===== src/hw/rv_div_pkg.sv =====
/*
 RV32 divide unit shared definitions
 Widths, pipeline placement, operation encoding and the structs between stages
*/

package rv_div_pkg;

	//////////////////////////////////////////////////////////////////////
	// Widths and pipeline shape
	//////////////////////////////////////////////////////////////////////

	// Operand and result width of the core
	localparam int XLEN = 32;

	// Width of the tag that follows each request to its response
	localparam int TAG_W = 4;

	// Bit XLEN-1-i set means divider row i ends in a register
	// Eight set bits, spread so that each stage holds a similar number of rows
	localparam logic [XLEN-1:0] STAGE_LIST = 32'b00001000010000100010001001001001;

	// One cycle per set bit of STAGE_LIST
	localparam int ARRAY_LATENCY = 8;

	// The result register adds one more cycle after the array
	localparam int DIV_LATENCY = ARRAY_LATENCY + 1;

	//////////////////////////////////////////////////////////////////////
	// Operation encoding and stage payloads
	//////////////////////////////////////////////////////////////////////

	// Same order as funct3[1:0] of the M extension divide group
	typedef enum logic [1:0] {
		OP_DIV  = 2'd0,
		OP_DIVU = 2'd1,
		OP_REM  = 2'd2,
		OP_REMU = 2'd3
	} div_op_e;

	// Request as issued by the core
	typedef struct packed {
		div_op_e           op;
		logic [TAG_W-1:0]  tag;
		logic [XLEN-1:0]   dividend;
		logic [XLEN-1:0]   divisor;
	} div_req_t;

	// Control that rides beside the data through every stage
	typedef struct packed {
		logic [TAG_W-1:0]  tag;
		logic              want_rem;
		logic              neg_quo;
		logic              neg_rem;
		logic              div_zero;
	} div_ctl_t;

	// Response handed back to the core
	typedef struct packed {
		logic [TAG_W-1:0]  tag;
		logic [XLEN-1:0]   result;
	} div_resp_t;

endpackage

===== src/hw/rv_div_unit.sv =====
/*
 RV32 integer divide unit
 Pipelined DIV, DIVU, REM and REMU with a fixed latency of DIV_LATENCY cycles
*/

module rv_div_unit (
	input  logic                     clk,
	input  logic                     rst,
	input  logic                     i_valid,
	input  rv_div_pkg::div_req_t     i_req,
	output logic                     o_valid,
	output rv_div_pkg::div_resp_t    o_resp
);
	import rv_div_pkg::*;

	// Conditioned operands, combinational from the request
	logic            cond_valid;
	logic [XLEN-1:0] cond_dividend;
	logic [XLEN-1:0] cond_divisor;
	div_ctl_t        cond_ctl;

	// Unsigned results leaving the array
	logic            arr_valid;
	logic [XLEN-1:0] arr_quotient;
	logic [XLEN-1:0] arr_remainder;
	div_ctl_t        arr_ctl;

	div_operand_cond u_cond (
		.i_valid    (i_valid),
		.i_req      (i_req),
		.o_valid    (cond_valid),
		.o_dividend (cond_dividend),
		.o_divisor  (cond_divisor),
		.o_ctl      (cond_ctl)
	);

	// Holds ARRAY_LATENCY operations in flight
	div_restoring_array u_array (
		.clk         (clk),
		.rst         (rst),
		.i_valid     (cond_valid),
		.i_dividend  (cond_dividend),
		.i_divisor   (cond_divisor),
		.i_ctl       (cond_ctl),
		.o_valid     (arr_valid),
		.o_quotient  (arr_quotient),
		.o_remainder (arr_remainder),
		.o_ctl       (arr_ctl)
	);

	div_result_fix u_fix (
		.clk         (clk),
		.rst         (rst),
		.i_valid     (arr_valid),
		.i_quotient  (arr_quotient),
		.i_remainder (arr_remainder),
		.i_ctl       (arr_ctl),
		.o_valid     (o_valid),
		.o_resp      (o_resp)
	);

endmodule


===== src/hw/div_result_fix.sv =====
/*
 Divide result correction
 Restores signs, applies the zero divisor rule and registers the chosen result
*/

module div_result_fix (
	input  logic                            clk,
	input  logic                            rst,
	input  logic                            i_valid,
	input  logic [rv_div_pkg::XLEN-1:0]     i_quotient,
	input  logic [rv_div_pkg::XLEN-1:0]     i_remainder,
	input  rv_div_pkg::div_ctl_t            i_ctl,
	output logic                            o_valid,
	output rv_div_pkg::div_resp_t           o_resp
);
	import rv_div_pkg::*;

	logic [XLEN-1:0] quo_fix;
	logic [XLEN-1:0] rem_fix;
	logic [XLEN-1:0] result;

	always_comb begin
		// Zero divisor wants all ones no matter what the signs say
		if (i_ctl.div_zero) begin
			quo_fix = '1;
		end else if (i_ctl.neg_quo) begin
			quo_fix = -i_quotient;
		end else begin
			quo_fix = i_quotient;
		end

		// With a zero divisor the array remainder is the dividend magnitude,
		// so the usual sign fix hands back the original dividend
		if (i_ctl.neg_rem) begin
			rem_fix = -i_remainder;
		end else begin
			rem_fix = i_remainder;
		end

		if (i_ctl.want_rem) begin
			result = rem_fix;
		end else begin
			result = quo_fix;
		end
	end

	// Valid is the only control here
	always_ff @(posedge clk or posedge rst) begin
		if (rst) begin
			o_valid <= 1'b0;
		end else begin
			o_valid <= i_valid;
		end
	end

	// Payload, only meaningful while o_valid is high
	always_ff @(posedge clk) begin
		o_resp.tag    <= i_ctl.tag;
		o_resp.result <= result;
	end

endmodule


===== src/hw/div_restoring_array.sv =====
/*
 Restoring divider array
 One quotient bit per row, with pipeline registers on the rows given by STAGE_LIST
*/

module div_restoring_array (
	input  logic                            clk,
	input  logic                            rst,
	input  logic                            i_valid,
	input  logic [rv_div_pkg::XLEN-1:0]     i_dividend,
	input  logic [rv_div_pkg::XLEN-1:0]     i_divisor,
	input  rv_div_pkg::div_ctl_t            i_ctl,
	output logic                            o_valid,
	output logic [rv_div_pkg::XLEN-1:0]     o_quotient,
	output logic [rv_div_pkg::XLEN-1:0]     o_remainder,
	output rv_div_pkg::div_ctl_t            o_ctl
);
	import rv_div_pkg::*;

	//////////////////////////////////////////////////////////////////////
	// Row state
	//////////////////////////////////////////////////////////////////////

	// Everything one operation needs at a row boundary
	// The dividend word holds the partial remainder in its top bits and
	// the not yet consumed dividend bits below it
	typedef struct packed {
		logic            valid;
		div_ctl_t        ctl;
		logic [XLEN-1:0] dividend;
		logic [XLEN-1:0] divisor;
		logic [XLEN-1:0] quotient;
	} row_t;

	// Entry 0 is the array input, entry i+1 is the output of row i
	row_t row [XLEN+1];

	always_comb begin
		row[0].valid    = i_valid;
		row[0].ctl      = i_ctl;
		row[0].dividend = i_dividend;
		row[0].divisor  = i_divisor;
		row[0].quotient = '0;
	end

	//////////////////////////////////////////////////////////////////////
	// Divider rows
	//////////////////////////////////////////////////////////////////////

	for (genvar i = 0; i < XLEN; i++) begin : gen_row
		// Top i+1 bits of the shifting dividend
		logic [i:0] rem_top;
		// Divisor bits that fit beside rem_top
		logic [i:0] dsr_low;
		// Divisor too wide to fit into i+1 bits
		logic       dsr_high;
		logic       q_bit;
		logic [i:0] diff;
		row_t       nxt;

		always_comb begin
			rem_top  = row[i].dividend[XLEN-1 -: i+1];
			dsr_low  = row[i].divisor[i:0];
			dsr_high = |(row[i].divisor >> (i + 1));

			// Subtract only when the divisor fits under the window
			q_bit = !dsr_high && (rem_top >= dsr_low);
			if (q_bit) begin
				diff = rem_top - dsr_low;
			end else begin
				diff = rem_top;
			end

			// Restore or keep the window, then the next row looks one bit lower
			nxt                             = row[i];
			nxt.dividend[XLEN-1 -: i+1]     = diff;
			nxt.quotient[XLEN-1-i]          = q_bit;
		end

		if (STAGE_LIST[XLEN-1-i]) begin : gen_reg
			// Valid, control and data share this register so that each
			// stage holds one complete operation
			always_ff @(posedge clk or posedge rst) begin
				if (rst) begin
					row[i+1] <= '0;
				end else begin
					row[i+1] <= nxt;
				end
			end
		end else begin : gen_comb
			always_comb begin
				row[i+1] = nxt;
			end
		end
	end

	//////////////////////////////////////////////////////////////////////
	// Outputs
	//////////////////////////////////////////////////////////////////////

	// After the last row the whole dividend word is the remainder
	assign o_valid     = row[XLEN].valid;
	assign o_ctl       = row[XLEN].ctl;
	assign o_quotient  = row[XLEN].quotient;
	assign o_remainder = row[XLEN].dividend;

endmodule


===== src/hw/div_operand_cond.sv =====
/*
 Divide operand conditioning
 Decodes the operation and turns signed operands into magnitudes plus sign flags
*/

module div_operand_cond (
	input  logic                            i_valid,
	input  rv_div_pkg::div_req_t            i_req,
	output logic                            o_valid,
	output logic [rv_div_pkg::XLEN-1:0]     o_dividend,
	output logic [rv_div_pkg::XLEN-1:0]     o_divisor,
	output rv_div_pkg::div_ctl_t            o_ctl
);
	import rv_div_pkg::*;

	// Signed forms are DIV and REM
	logic signed_op;

	// Operand signs only count for a signed operation
	logic dvd_neg;
	logic dsr_neg;

	always_comb begin
		signed_op = (i_req.op == OP_DIV) || (i_req.op == OP_REM);
		dvd_neg   = signed_op && i_req.dividend[XLEN-1];
		dsr_neg   = signed_op && i_req.divisor[XLEN-1];
	end

	// Two's complement magnitudes for the unsigned array
	// The most negative value maps onto itself, which the array reads
	// as 2^31 and so gives the right quotient for a divisor of -1
	always_comb begin
		if (dvd_neg) begin
			o_dividend = -i_req.dividend;
		end else begin
			o_dividend = i_req.dividend;
		end
		if (dsr_neg) begin
			o_divisor = -i_req.divisor;
		end else begin
			o_divisor = i_req.divisor;
		end
	end

	// All flags are formed here so that later stages never look at the
	// original operands again
	always_comb begin
		o_ctl.tag      = i_req.tag;
		o_ctl.want_rem = (i_req.op == OP_REM) || (i_req.op == OP_REMU);
		// Quotient is negative when exactly one operand is negative
		o_ctl.neg_quo  = dvd_neg ^ dsr_neg;
		// Remainder takes the sign of the dividend
		o_ctl.neg_rem  = dvd_neg;
		o_ctl.div_zero = (i_req.divisor == '0);
	end

	// No state in this stage, so valid moves straight on
	assign o_valid = i_valid;

endmodule


===== config.mk =====
export PLATFORM = sky130hd
export DESIGN_NAME = rv_div_unit
export DESIGN_NICKNAME = d
export VERILOG_FILES = /design/src/hw/rv_div_pkg.sv /design/src/hw/rv_div_unit.sv /design/src/hw/div_result_fix.sv /design/src/hw/div_restoring_array.sv /design/src/hw/div_operand_cond.sv
export SDC_FILE = /design/constraint.sdc
export NUM_CORES = 2
export LEC_CHECK = 0
export BUFFER_PORTS_ARGS = -buffer_cell sky130_fd_sc_hd__buf_2
export CORE_AREA = 2 2 348 522
export CTS_CLUSTER_SIZE = 8
export DETAILED_ROUTE_END_ITERATION = 8
export DIE_AREA = 0 0 350 524
export GPL_TIMING_DRIVEN = 1
export PLACE_DENSITY = 0.42
export SLEW_MARGIN = 30
export SYNTH_ARGS = -nofsm -noshare
export SYNTH_HDL_FRONTEND = slang
export SYNTH_HIERARCHICAL = 1
export SYNTH_SLANG_ARGS = --single-unit

===== constraint.sdc =====
create_clock -name clk -period 25.1 [get_ports clk]
set_input_delay 2.51 -clock clk [delete_from_list [all_inputs] [get_ports clk]]
set_output_delay 2.51 -clock clk [all_outputs]
set_load 0.005 [all_outputs]

# --- Yosys cells after proc, flatten, opt, wreduce, memory -nomap -nowiden ---
# Index checks and enable logic that the tools add are counted.
word_totals:
  n_memories: 0
  wordCells: 281
  output_inout_bits: 37
  ramBits: 0
  reg_bits: 748
  latch_bits: 0
  mem_bits_ro: 0
op_classes:
  multipliers: 0
  n_eq_ne: 2
  order_cmp: 32
  bitwise: 1
  div_mod_pow: 0
  shift: 0
  add_sub_neg: 36
  reduce_logical: 98
  n_mux: 38
op_table:
  columns: ["cell", "count"]
  rows:
  - ["two-way mux 32 bit", 7]
  - ["negation 32 bit", 4]
  - ["logical AND 1 bit", 33]
  - ["greater-or-equal comparator 32 bit", 1]
  - ["logical NOT 32 bit", 1]
  - ["subtractor 32 bit", 1]
  - ["greater-or-equal comparator 31 bit", 1]
  - ["logical NOT 1 bit", 31]
  - ["two-way mux 31 bit", 1]
  - ["OR reduction 31 bit", 1]
  - ["subtractor 31 bit", 1]
  - ["greater-or-equal comparator 30 bit", 1]
  - ["two-way mux 30 bit", 1]
  - ["OR reduction 30 bit", 1]
  - ["subtractor 30 bit", 1]
  - ["greater-or-equal comparator 29 bit", 1]
  - ["two-way mux 29 bit", 1]
  - ["OR reduction 29 bit", 1]
  - ["subtractor 29 bit", 1]
  - ["greater-or-equal comparator 28 bit", 1]
  - ["two-way mux 28 bit", 1]
  - ["OR reduction 28 bit", 1]
  - ["subtractor 28 bit", 1]
  - ["greater-or-equal comparator 27 bit", 1]
  - ["110 further kinds", 112]

# --- Longest topological paths before layout ---
logic_depth:
  word_depth: 20
  mapped_depth: 50

# --- Cells and area by module ---
# Netlist, hierarchy kept.
by_module_without_submodules:
  columns: ["module", "instances", "cells_per_inst", "area_per_inst_um2"]
  rows:
  - ["div_restoring_array", 1, 5114, 49342.3]
  - ["div_result_fix", 1, 279, 2484.9]
  - ["div_operand_cond", 1, 223, 1436.4]

# --- Worst setup path before layout ---
# Ideal clock, no wire load.
synth_timing:
  path_kind: "flip-flop to flip-flop"
  start: "register u_array/gen_row[10].dsr_low[1] (netlist name)"
  end: "register u_array.row, in the netlist u_array/gen_row[15].rem_top[10]"
  t_required_ns: 24.975
  arrival_ns: 10.975
  period_less_slack_ns: 11.099
  n_path_buf: 4
  setup_slack_ns: 14.001
  path_stages_with_launch: 48
  cell_sequence: "dfrtp_1 > inv_1 > ha_1 > nor2b_1 > o31a_1 > o31a_1 > a21oi_1 > nor3b_1 > buf_2 > mux2_2 > fa_1 > nor2b_1 > o21ai_0 > a311oi_1 > o221ai_1 > inv_2 > mux2_2 > ha_1 > [... 12 more ...] > a21oi_1 > a211oi_1 > a221o_1 > a21oi_1 > clkbuf_1 > nor2_1 > a21oi_1 > ha_1 > o21ai_0 > a21boi_0 > o21a_1 > o21a_1 > a221o_1 > nand3_1 > a21boi_0 > o21bai_1 > clkbuf_1 > mux2_2"
synth_between:
  elab_chain_cells: 15
  elab_cells_between_ends: 20
  classes_between: "add/sub (5); order compare (5); mux (5); reduce/logical (5)"
synth_lines:
  columns: ["item", "line", "rtl"]
  rows:
  - ["greater-or-equal comparator 11 bit", "div_restoring_array.sv:67", "q_bit = !dsr_high && (rem_top >= dsr_low);"]
  - ["logical AND 1 bit", "div_restoring_array.sv:67", null]
  - ["two-way mux 11 bit", "div_restoring_array.sv:68", "if (q_bit) begin"]
  - ["greater-or-equal comparator 12 bit (*)", "div_restoring_array.sv:67", null]
  - ["logical AND 1 bit (*)", "div_restoring_array.sv:67", null]
  - ["via u_array.gen_row[11].q_bit", "div_restoring_array.sv:57", "logic q_bit;"]
  - ["two-way mux 12 bit (*)", "div_restoring_array.sv:68", null]
  - ["greater-or-equal comparator 13 bit", "div_restoring_array.sv:67", null]
  - ["logical AND 1 bit", "div_restoring_array.sv:67", null]
  - ["two-way mux 13 bit (*)", "div_restoring_array.sv:68", null]
  - ["greater-or-equal comparator 14 bit", "div_restoring_array.sv:67", null]
  - ["logical AND 1 bit", "div_restoring_array.sv:67", null]
  - ["two-way mux 14 bit (*)", "div_restoring_array.sv:68", null]
  - ["greater-or-equal comparator 15 bit", "div_restoring_array.sv:67", null]
  - ["logical AND 1 bit", "div_restoring_array.sv:67", null]
  - ["two-way mux 15 bit (*)", "div_restoring_array.sv:68", null]
  - ["via u_array.gen_row[14].diff[9]", "div_restoring_array.sv:58", "logic [i:0] diff;"]
  - ["end signal, assigned by index", "div_restoring_array.sv:87", "row[i+1] <= nxt;"]
  - ["end, declared", "div_restoring_array.sv:36", "row_t row [XLEN+1];"]
# The timed path passes the listed nets; every way through them passes the cells marked *.

# --- Worst setup path in the final report ---
layout_timing:
  start: "register u_array/gen_row[10].dsr_low[1] (netlist name)"
  end: "register u_array.row, in the netlist u_array/gen_row[15].rem_top[15]"
layout_between:
  elab_chain_cells: 15
  elab_cells_between_ends: 20
  classes_between: "add/sub (5); order compare (5); mux (5); reduce/logical (5)"
layout_lines:
  columns: ["item", "line"]
  rows:
  - ["greater-or-equal comparator 11 bit", "div_restoring_array.sv:67"]
  - ["logical AND 1 bit", "div_restoring_array.sv:67"]
  - ["two-way mux 11 bit", "div_restoring_array.sv:68"]
  - ["greater-or-equal comparator 12 bit (*)", "div_restoring_array.sv:67"]
  - ["logical AND 1 bit (*)", "div_restoring_array.sv:67"]
  - ["via u_array.gen_row[11].q_bit", "div_restoring_array.sv:57"]
  - ["two-way mux 12 bit (*)", "div_restoring_array.sv:68"]
  - ["greater-or-equal comparator 13 bit", "div_restoring_array.sv:67"]
  - ["logical AND 1 bit", "div_restoring_array.sv:67"]
  - ["two-way mux 13 bit (*)", "div_restoring_array.sv:68"]
  - ["greater-or-equal comparator 14 bit", "div_restoring_array.sv:67"]
  - ["logical AND 1 bit", "div_restoring_array.sv:67"]
  - ["two-way mux 14 bit (*)", "div_restoring_array.sv:68"]
  - ["greater-or-equal comparator 15 bit", "div_restoring_array.sv:67"]
  - ["logical AND 1 bit", "div_restoring_array.sv:67"]
  - ["two-way mux 15 bit (*)", "div_restoring_array.sv:68"]
  - ["via u_array.gen_row[14].diff[14]", "div_restoring_array.sv:58"]
# Marks and branches as above.

==> results summary <==
The fraction of the mapped netlist area in compound gates came out at between 10% and 20%. The total power density per cell area came out at between 80 and 90 mW/mm^2. The biggest area contributor in the post-synthesis netlist is sky130_fd_sc_hd__dfrtp_1. The synthesized area per cell is around 9.5 um^2.

The half-perimeter wire length after detailed placement came out at roughly 140000 um. The pin count of the biggest net entering global routing is roughly 170. The main combinational cell family by area after synthesis is compound AO/OA/AOI/OAI gates. For this design, the CTS-stage hold fixing added 0 buffers. The number of nets in the final layout is around 6400. The headroom to the max-slew limit is a little under a third. Setup repair after global routing left no endpoint under its margin. The synthesized netlist devotes around 8.6% of its cell area to XOR and XNOR gates. The worst hold path was traced through 0 stages.

The share of synthesized area occupied by flip-flops and latches came out at 34.8%. STA classifies the critical path endpoint as a flip-flop. The post-synthesis share of cell area spent on and, or, nand and nor gates came out at between 10% and 20%. For this design the top-level I/O count stands at between 100 and 150. The buffers inserted during post-CTS setup optimization came out at 0. At the pin with the least slew margin, the transition time is around 1.0 ns.

The detailed router finished its first iteration with 2048 violations. The count of input and output buffers is between 100 and 150. STA puts the critical path data required time at ~26 ns. The count of unique library cells instantiated by Yosys came out at approximately 100. Clock tree synthesis found a total of approximately 750 sinks. After synthesis the cells add up to 0.0533 mm^2.

The startpoint identified for the worst hold timing path is u_array/gen_row[29].nxt[30]. After detailed routing, the number of remaining DRC violations is 0. The first global-routing pass estimated approximately 270000 um of wire.

The weighted congestion reported at the end of routability-driven placement came out at between 0.8 and 0.9. The number of max-capacitance violations reported is 0. The total congestion overflow after global routing is 0.

The number of filler cells placed in the layout is roughly 18000. On the final layout, the worst clock skew is 0.0501 ns. The overall power came out at approximately 0.0051 W.

The via count of the first global-routing pass came out at 43800. Among cell families on the critical path, the largest total delay comes from compound AO/OA/AOI/OAI gates. The logic depth of the worst register-to-register path came out at 45. The number of clock buffers added by TritonCTS is roughly 110. The residual antenna-violating net count after detailed routing came out at 0. For hold timing, the worst endpoint is u_array/o_quotient[30]. The source of the worst register-to-register timing path is u_array/gen_row[10].dsr_low[1]. The type of the most critical hold path is flip-flop to flip-flop.

The worst slack at placement came out at 12.84 ns. The iteration count of the initial detailed-routing pass is 5. The H-tree level count is 3.

The post-synthesis sequential element count came out at about 750. The total wirelength of the detailed-routed design came out at about 170000 um. The maximum single-stage delay on the critical path is about 0.7 ns.

The worst setup path is of the flip-flop to flip-flop kind. The global-route total usage across every layer is 18.9%. The share of synthesized flip-flops with an asynchronous set or reset came out at a little over nine tenths. Adding up every negative setup slack in the final design gives 0 ns.

The startpoint of the worst setup timing path is u_array/gen_row[10].dsr_low[1]. The peak supply drop is 0.0542 mV. The utilization of the core after routing came out at 33.4%. The adder and majority gate portion of the synthesized area is between 10% and 20%.

Gates resized during post-CTS repair numbered 0. By instance count, the cell type seen most on the critical path is sky130_fd_sc_hd__ha_1. The maximum frequency from static timing analysis is about 80 MHz. The register clock-pin slew on the reported worst setup and hold paths is about 0.06 ns. The maximum fanout count along the critical path came out at 12.

Measured along the x axis, the die boundary spans between 300 and 400 um. The area growth from synthesis to final layout is 11.9%. STA classifies the critical path startpoint as a flip-flop.

The share of the cycle needed by the critical path after routing is 49.1%. The cell sitting at the root of the clock tree is a sky130_fd_sc_hd__clkbuf_16. The via count of the routed design is about 42000. The count of final max-slew check failures is 0.

The count of flip-flops with a built-in enable after synthesis is 0. The full die area came out at ~0.18 mm^2. In the final routed layout, each cell accounts on average for ~21 um.

Among all stages on the critical path, the largest delay is contributed by sky130_fd_sc_hd__o221ai_1. The number of instances in the synthesized netlist is between 5000 and 6000. The static leakage came out at 27.1 nW.

The starting density of the core came out at approximately 30%. The number of hold-slack violations in the final timing report came to 0. Of the cells placed in the final design, the portion with a size suffix greater than 1 is a little under an eighth. The arrival time of data at the critical path endpoint came out at 12.90 ns. The final critical-path required period came out at 12.32 ns. By area the synthesized netlist is led by sky130_fd_sc_hd__dfrtp_1, sky130_fd_sc_hd__ha_1, sky130_fd_sc_hd__mux2_2, sky130_fd_sc_hd__xnor2_1, sky130_fd_sc_hd__a21oi_1. The TritonCTS clock tree is yes. The floorplan core area is ~0.18 mm^2. The most used flip-flop cell after synthesis is sky130_fd_sc_hd__dfrtp_1. The number of warnings issued by yosys is 6. The top cell type by area accounts for roughly a third of the synthesized area. In this run the critical register-to-register path is captured at u_array/gen_row[15].rem_top[15]. Clock latency on the worst-skew pair, taken at its later pin, is approximately 0.74 ns.

The largest buffer count on any clock path is 3. The portion of synthesized area spent on multiplexers is 7.57%. The number of nets in the synthesized netlist is ~6300. Setup violations remaining at the end of the flow were counted as 0.

The slack of the critical path is 12.78 ns. The die boundary height is 524 um. The setup slack of the most critical reg-to-reg path is between 10 and 15 ns. The number of antenna violations at the first check in global routing was 3. The run finished with clean final reports. The number of buffers and inverters on the critical path came out at 5. The placement row count is 190. The routed via count divided by cell count came out at 5.15.
==> kinds of logic (layout without fill, tap and decap cells) <==
kind of cell / count (synthesis) / after routing
AO/OA/AOI/OAI: 1570 / 1570
AND/OR/NAND/NOR: 1364 / 1364
flip-flops: 748 / 748
adder cells (fa/ha/maj): 563 / 563
XOR/XNOR: 521 / 521
buffers and inverters: 488 / 643
multiplexers: 362 / 362
other: 0 / 1
==> sequential cells by signal, indices dropped and copies added, names as in the netlist <==
register and cells:
u_array/gen_row.nxt 368, u_array/gen_row.rem_top 134, u_array/o_valid 1, u_array/gen_row.dsr_low 136, u_array/o_quotient 32, u_array/o_remainder 32, u_array/o_ctl 8, u_fix/o_valid 1
u_fix/o_resp 36
==> synth_stat cells (30+ instances only) <==
| master | number |
|---|---|
| sky130_fd_sc_hd__nor2_1 | 366 |
| sky130_fd_sc_hd__o21ai_0 | 318 |
| sky130_fd_sc_hd__dfrtp_1 | 712 |
| sky130_fd_sc_hd__xnor2_1 | 291 |
| sky130_fd_sc_hd__mux2_2 | 315 |
| sky130_fd_sc_hd__nand2b_1 | 55 |
| sky130_fd_sc_hd__fa_1 | 31 |
| sky130_fd_sc_hd__mux2i_1 | 44 |
| sky130_fd_sc_hd__nor3_1 | 97 |
| sky130_fd_sc_hd__nand4_1 | 83 |
| sky130_fd_sc_hd__clkbuf_1 | 101 |
| sky130_fd_sc_hd__o21bai_1 | 44 |
| sky130_fd_sc_hd__nand3_1 | 84 |
| sky130_fd_sc_hd__ha_1 | 532 |
| sky130_fd_sc_hd__nor4_1 | 41 |
| sky130_fd_sc_hd__nor2b_1 | 72 |
| sky130_fd_sc_hd__a21o_1 | 193 |
| sky130_fd_sc_hd__a22oi_1 | 30 |
| sky130_fd_sc_hd__inv_1 | 351 |
| sky130_fd_sc_hd__o21a_1 | 73 |
| sky130_fd_sc_hd__a31oi_1 | 65 |
| sky130_fd_sc_hd__a211oi_1 | 51 |
| sky130_fd_sc_hd__dfxtp_1 | 36 |
| sky130_fd_sc_hd__xor2_1 | 230 |
| sky130_fd_sc_hd__o31ai_1 | 48 |
| sky130_fd_sc_hd__o211ai_1 | 36 |
| sky130_fd_sc_hd__a21oi_1 | 462 |
| sky130_fd_sc_hd__and3_1 | 52 |
| sky130_fd_sc_hd__nand2_1 | 345 |
==> placed cells by master (no fill, tap or decap), types with 36 or more instances in the layout <==
cell,synthesis,routed
sky130_fd_sc_hd__nand2_1,345,345
sky130_fd_sc_hd__ha_1,532,532
sky130_fd_sc_hd__nor2b_1,72,72
sky130_fd_sc_hd__o21a_1,73,73
sky130_fd_sc_hd__o21bai_1,44,44
sky130_fd_sc_hd__dfrtp_1,712,711
sky130_fd_sc_hd__nor2_1,366,364
sky130_fd_sc_hd__buf_2,13,109
sky130_fd_sc_hd__nand2b_1,55,55
sky130_fd_sc_hd__a21oi_1,462,461
sky130_fd_sc_hd__a211oi_1,51,49
sky130_fd_sc_hd__nand3_1,84,84
sky130_fd_sc_hd__mux2i_1,44,44
sky130_fd_sc_hd__xnor2_1,291,291
sky130_fd_sc_hd__a21o_1,193,193
sky130_fd_sc_hd__nor3_1,97,97
sky130_fd_sc_hd__o21ai_0,318,318
sky130_fd_sc_hd__nor4_1,41,41
sky130_fd_sc_hd__inv_1,351,350
sky130_fd_sc_hd__a31oi_1,65,65
sky130_fd_sc_hd__o211ai_1,36,36
sky130_fd_sc_hd__mux2_2,315,315
sky130_fd_sc_hd__xor2_1,230,230
sky130_fd_sc_hd__clkbuf_16,0,108
sky130_fd_sc_hd__dfxtp_1,36,36
sky130_fd_sc_hd__and3_1,52,52
sky130_fd_sc_hd__nand4_1,83,83
sky130_fd_sc_hd__o31ai_1,48,48
==> stage by stage <==
step	cells	cell area (um^2)	hold WS, ns
finish	8172	59600	0.311
global route	8172	59600	0.324
CTS	8169	59500	0.310
detailed placement	8031	56600	0.329
global placement	8031	56600	0.331
floorplan	5616	53300	0.324
==> worst max path at each step <==
stage / endpoint / slack, ns / cells after the start
floorplan: u_array/gen_row[10].dsr_low[0] / 2.65 / 1
global placement: u_array/gen_row[19].rem_top[1] / 12.74 / 36
detailed placement: u_array/gen_row[19].rem_top[1] / 12.84 / 36
CTS: u_array/gen_row[15].rem_top[15] / 12.72 / 45
global route: u_array/gen_row[15].rem_top[15] / 11.75 / 46
finish: u_array/gen_row[15].rem_top[15] / 12.78 / 45
==> power breakdown <==
group | total (W) | switching (W) | internal (W)
clock | 0.00130 | 0.000526 | 0.000772
sequential | 0.00147 | 0.000127 | 0.00134
combinational | 0.00232 | 0.00134 | 0.000976
==> metal layers <==
layer	vias to the layer above	global-route usage, %	part of all wire [%]
met5	-	0	0
met4	0	7.23	3.7
met3	227	1.62	2.5
met2	720	37.3	55
met1	20600	20.5	39
li1	20600	-	-
==> cell type report <==
class / count / area, um^2 / share of cell area (%)
multi-input combinational: 4380 / 32900 / 55.2
clock buffer: 131 / 2820 / 4.73
timing repair buffer: 147 / 891 / 1.49
clock inverter: 7 / 115 / 0.193
tap: 2400 / 3000 / 5.04
antenna: 1 / 2.50 / 0.00420
sequential: 748 / 18500 / 31.1
inverter: 358 / 1350 / 2.27
Power figures use the tool's default switching activity.
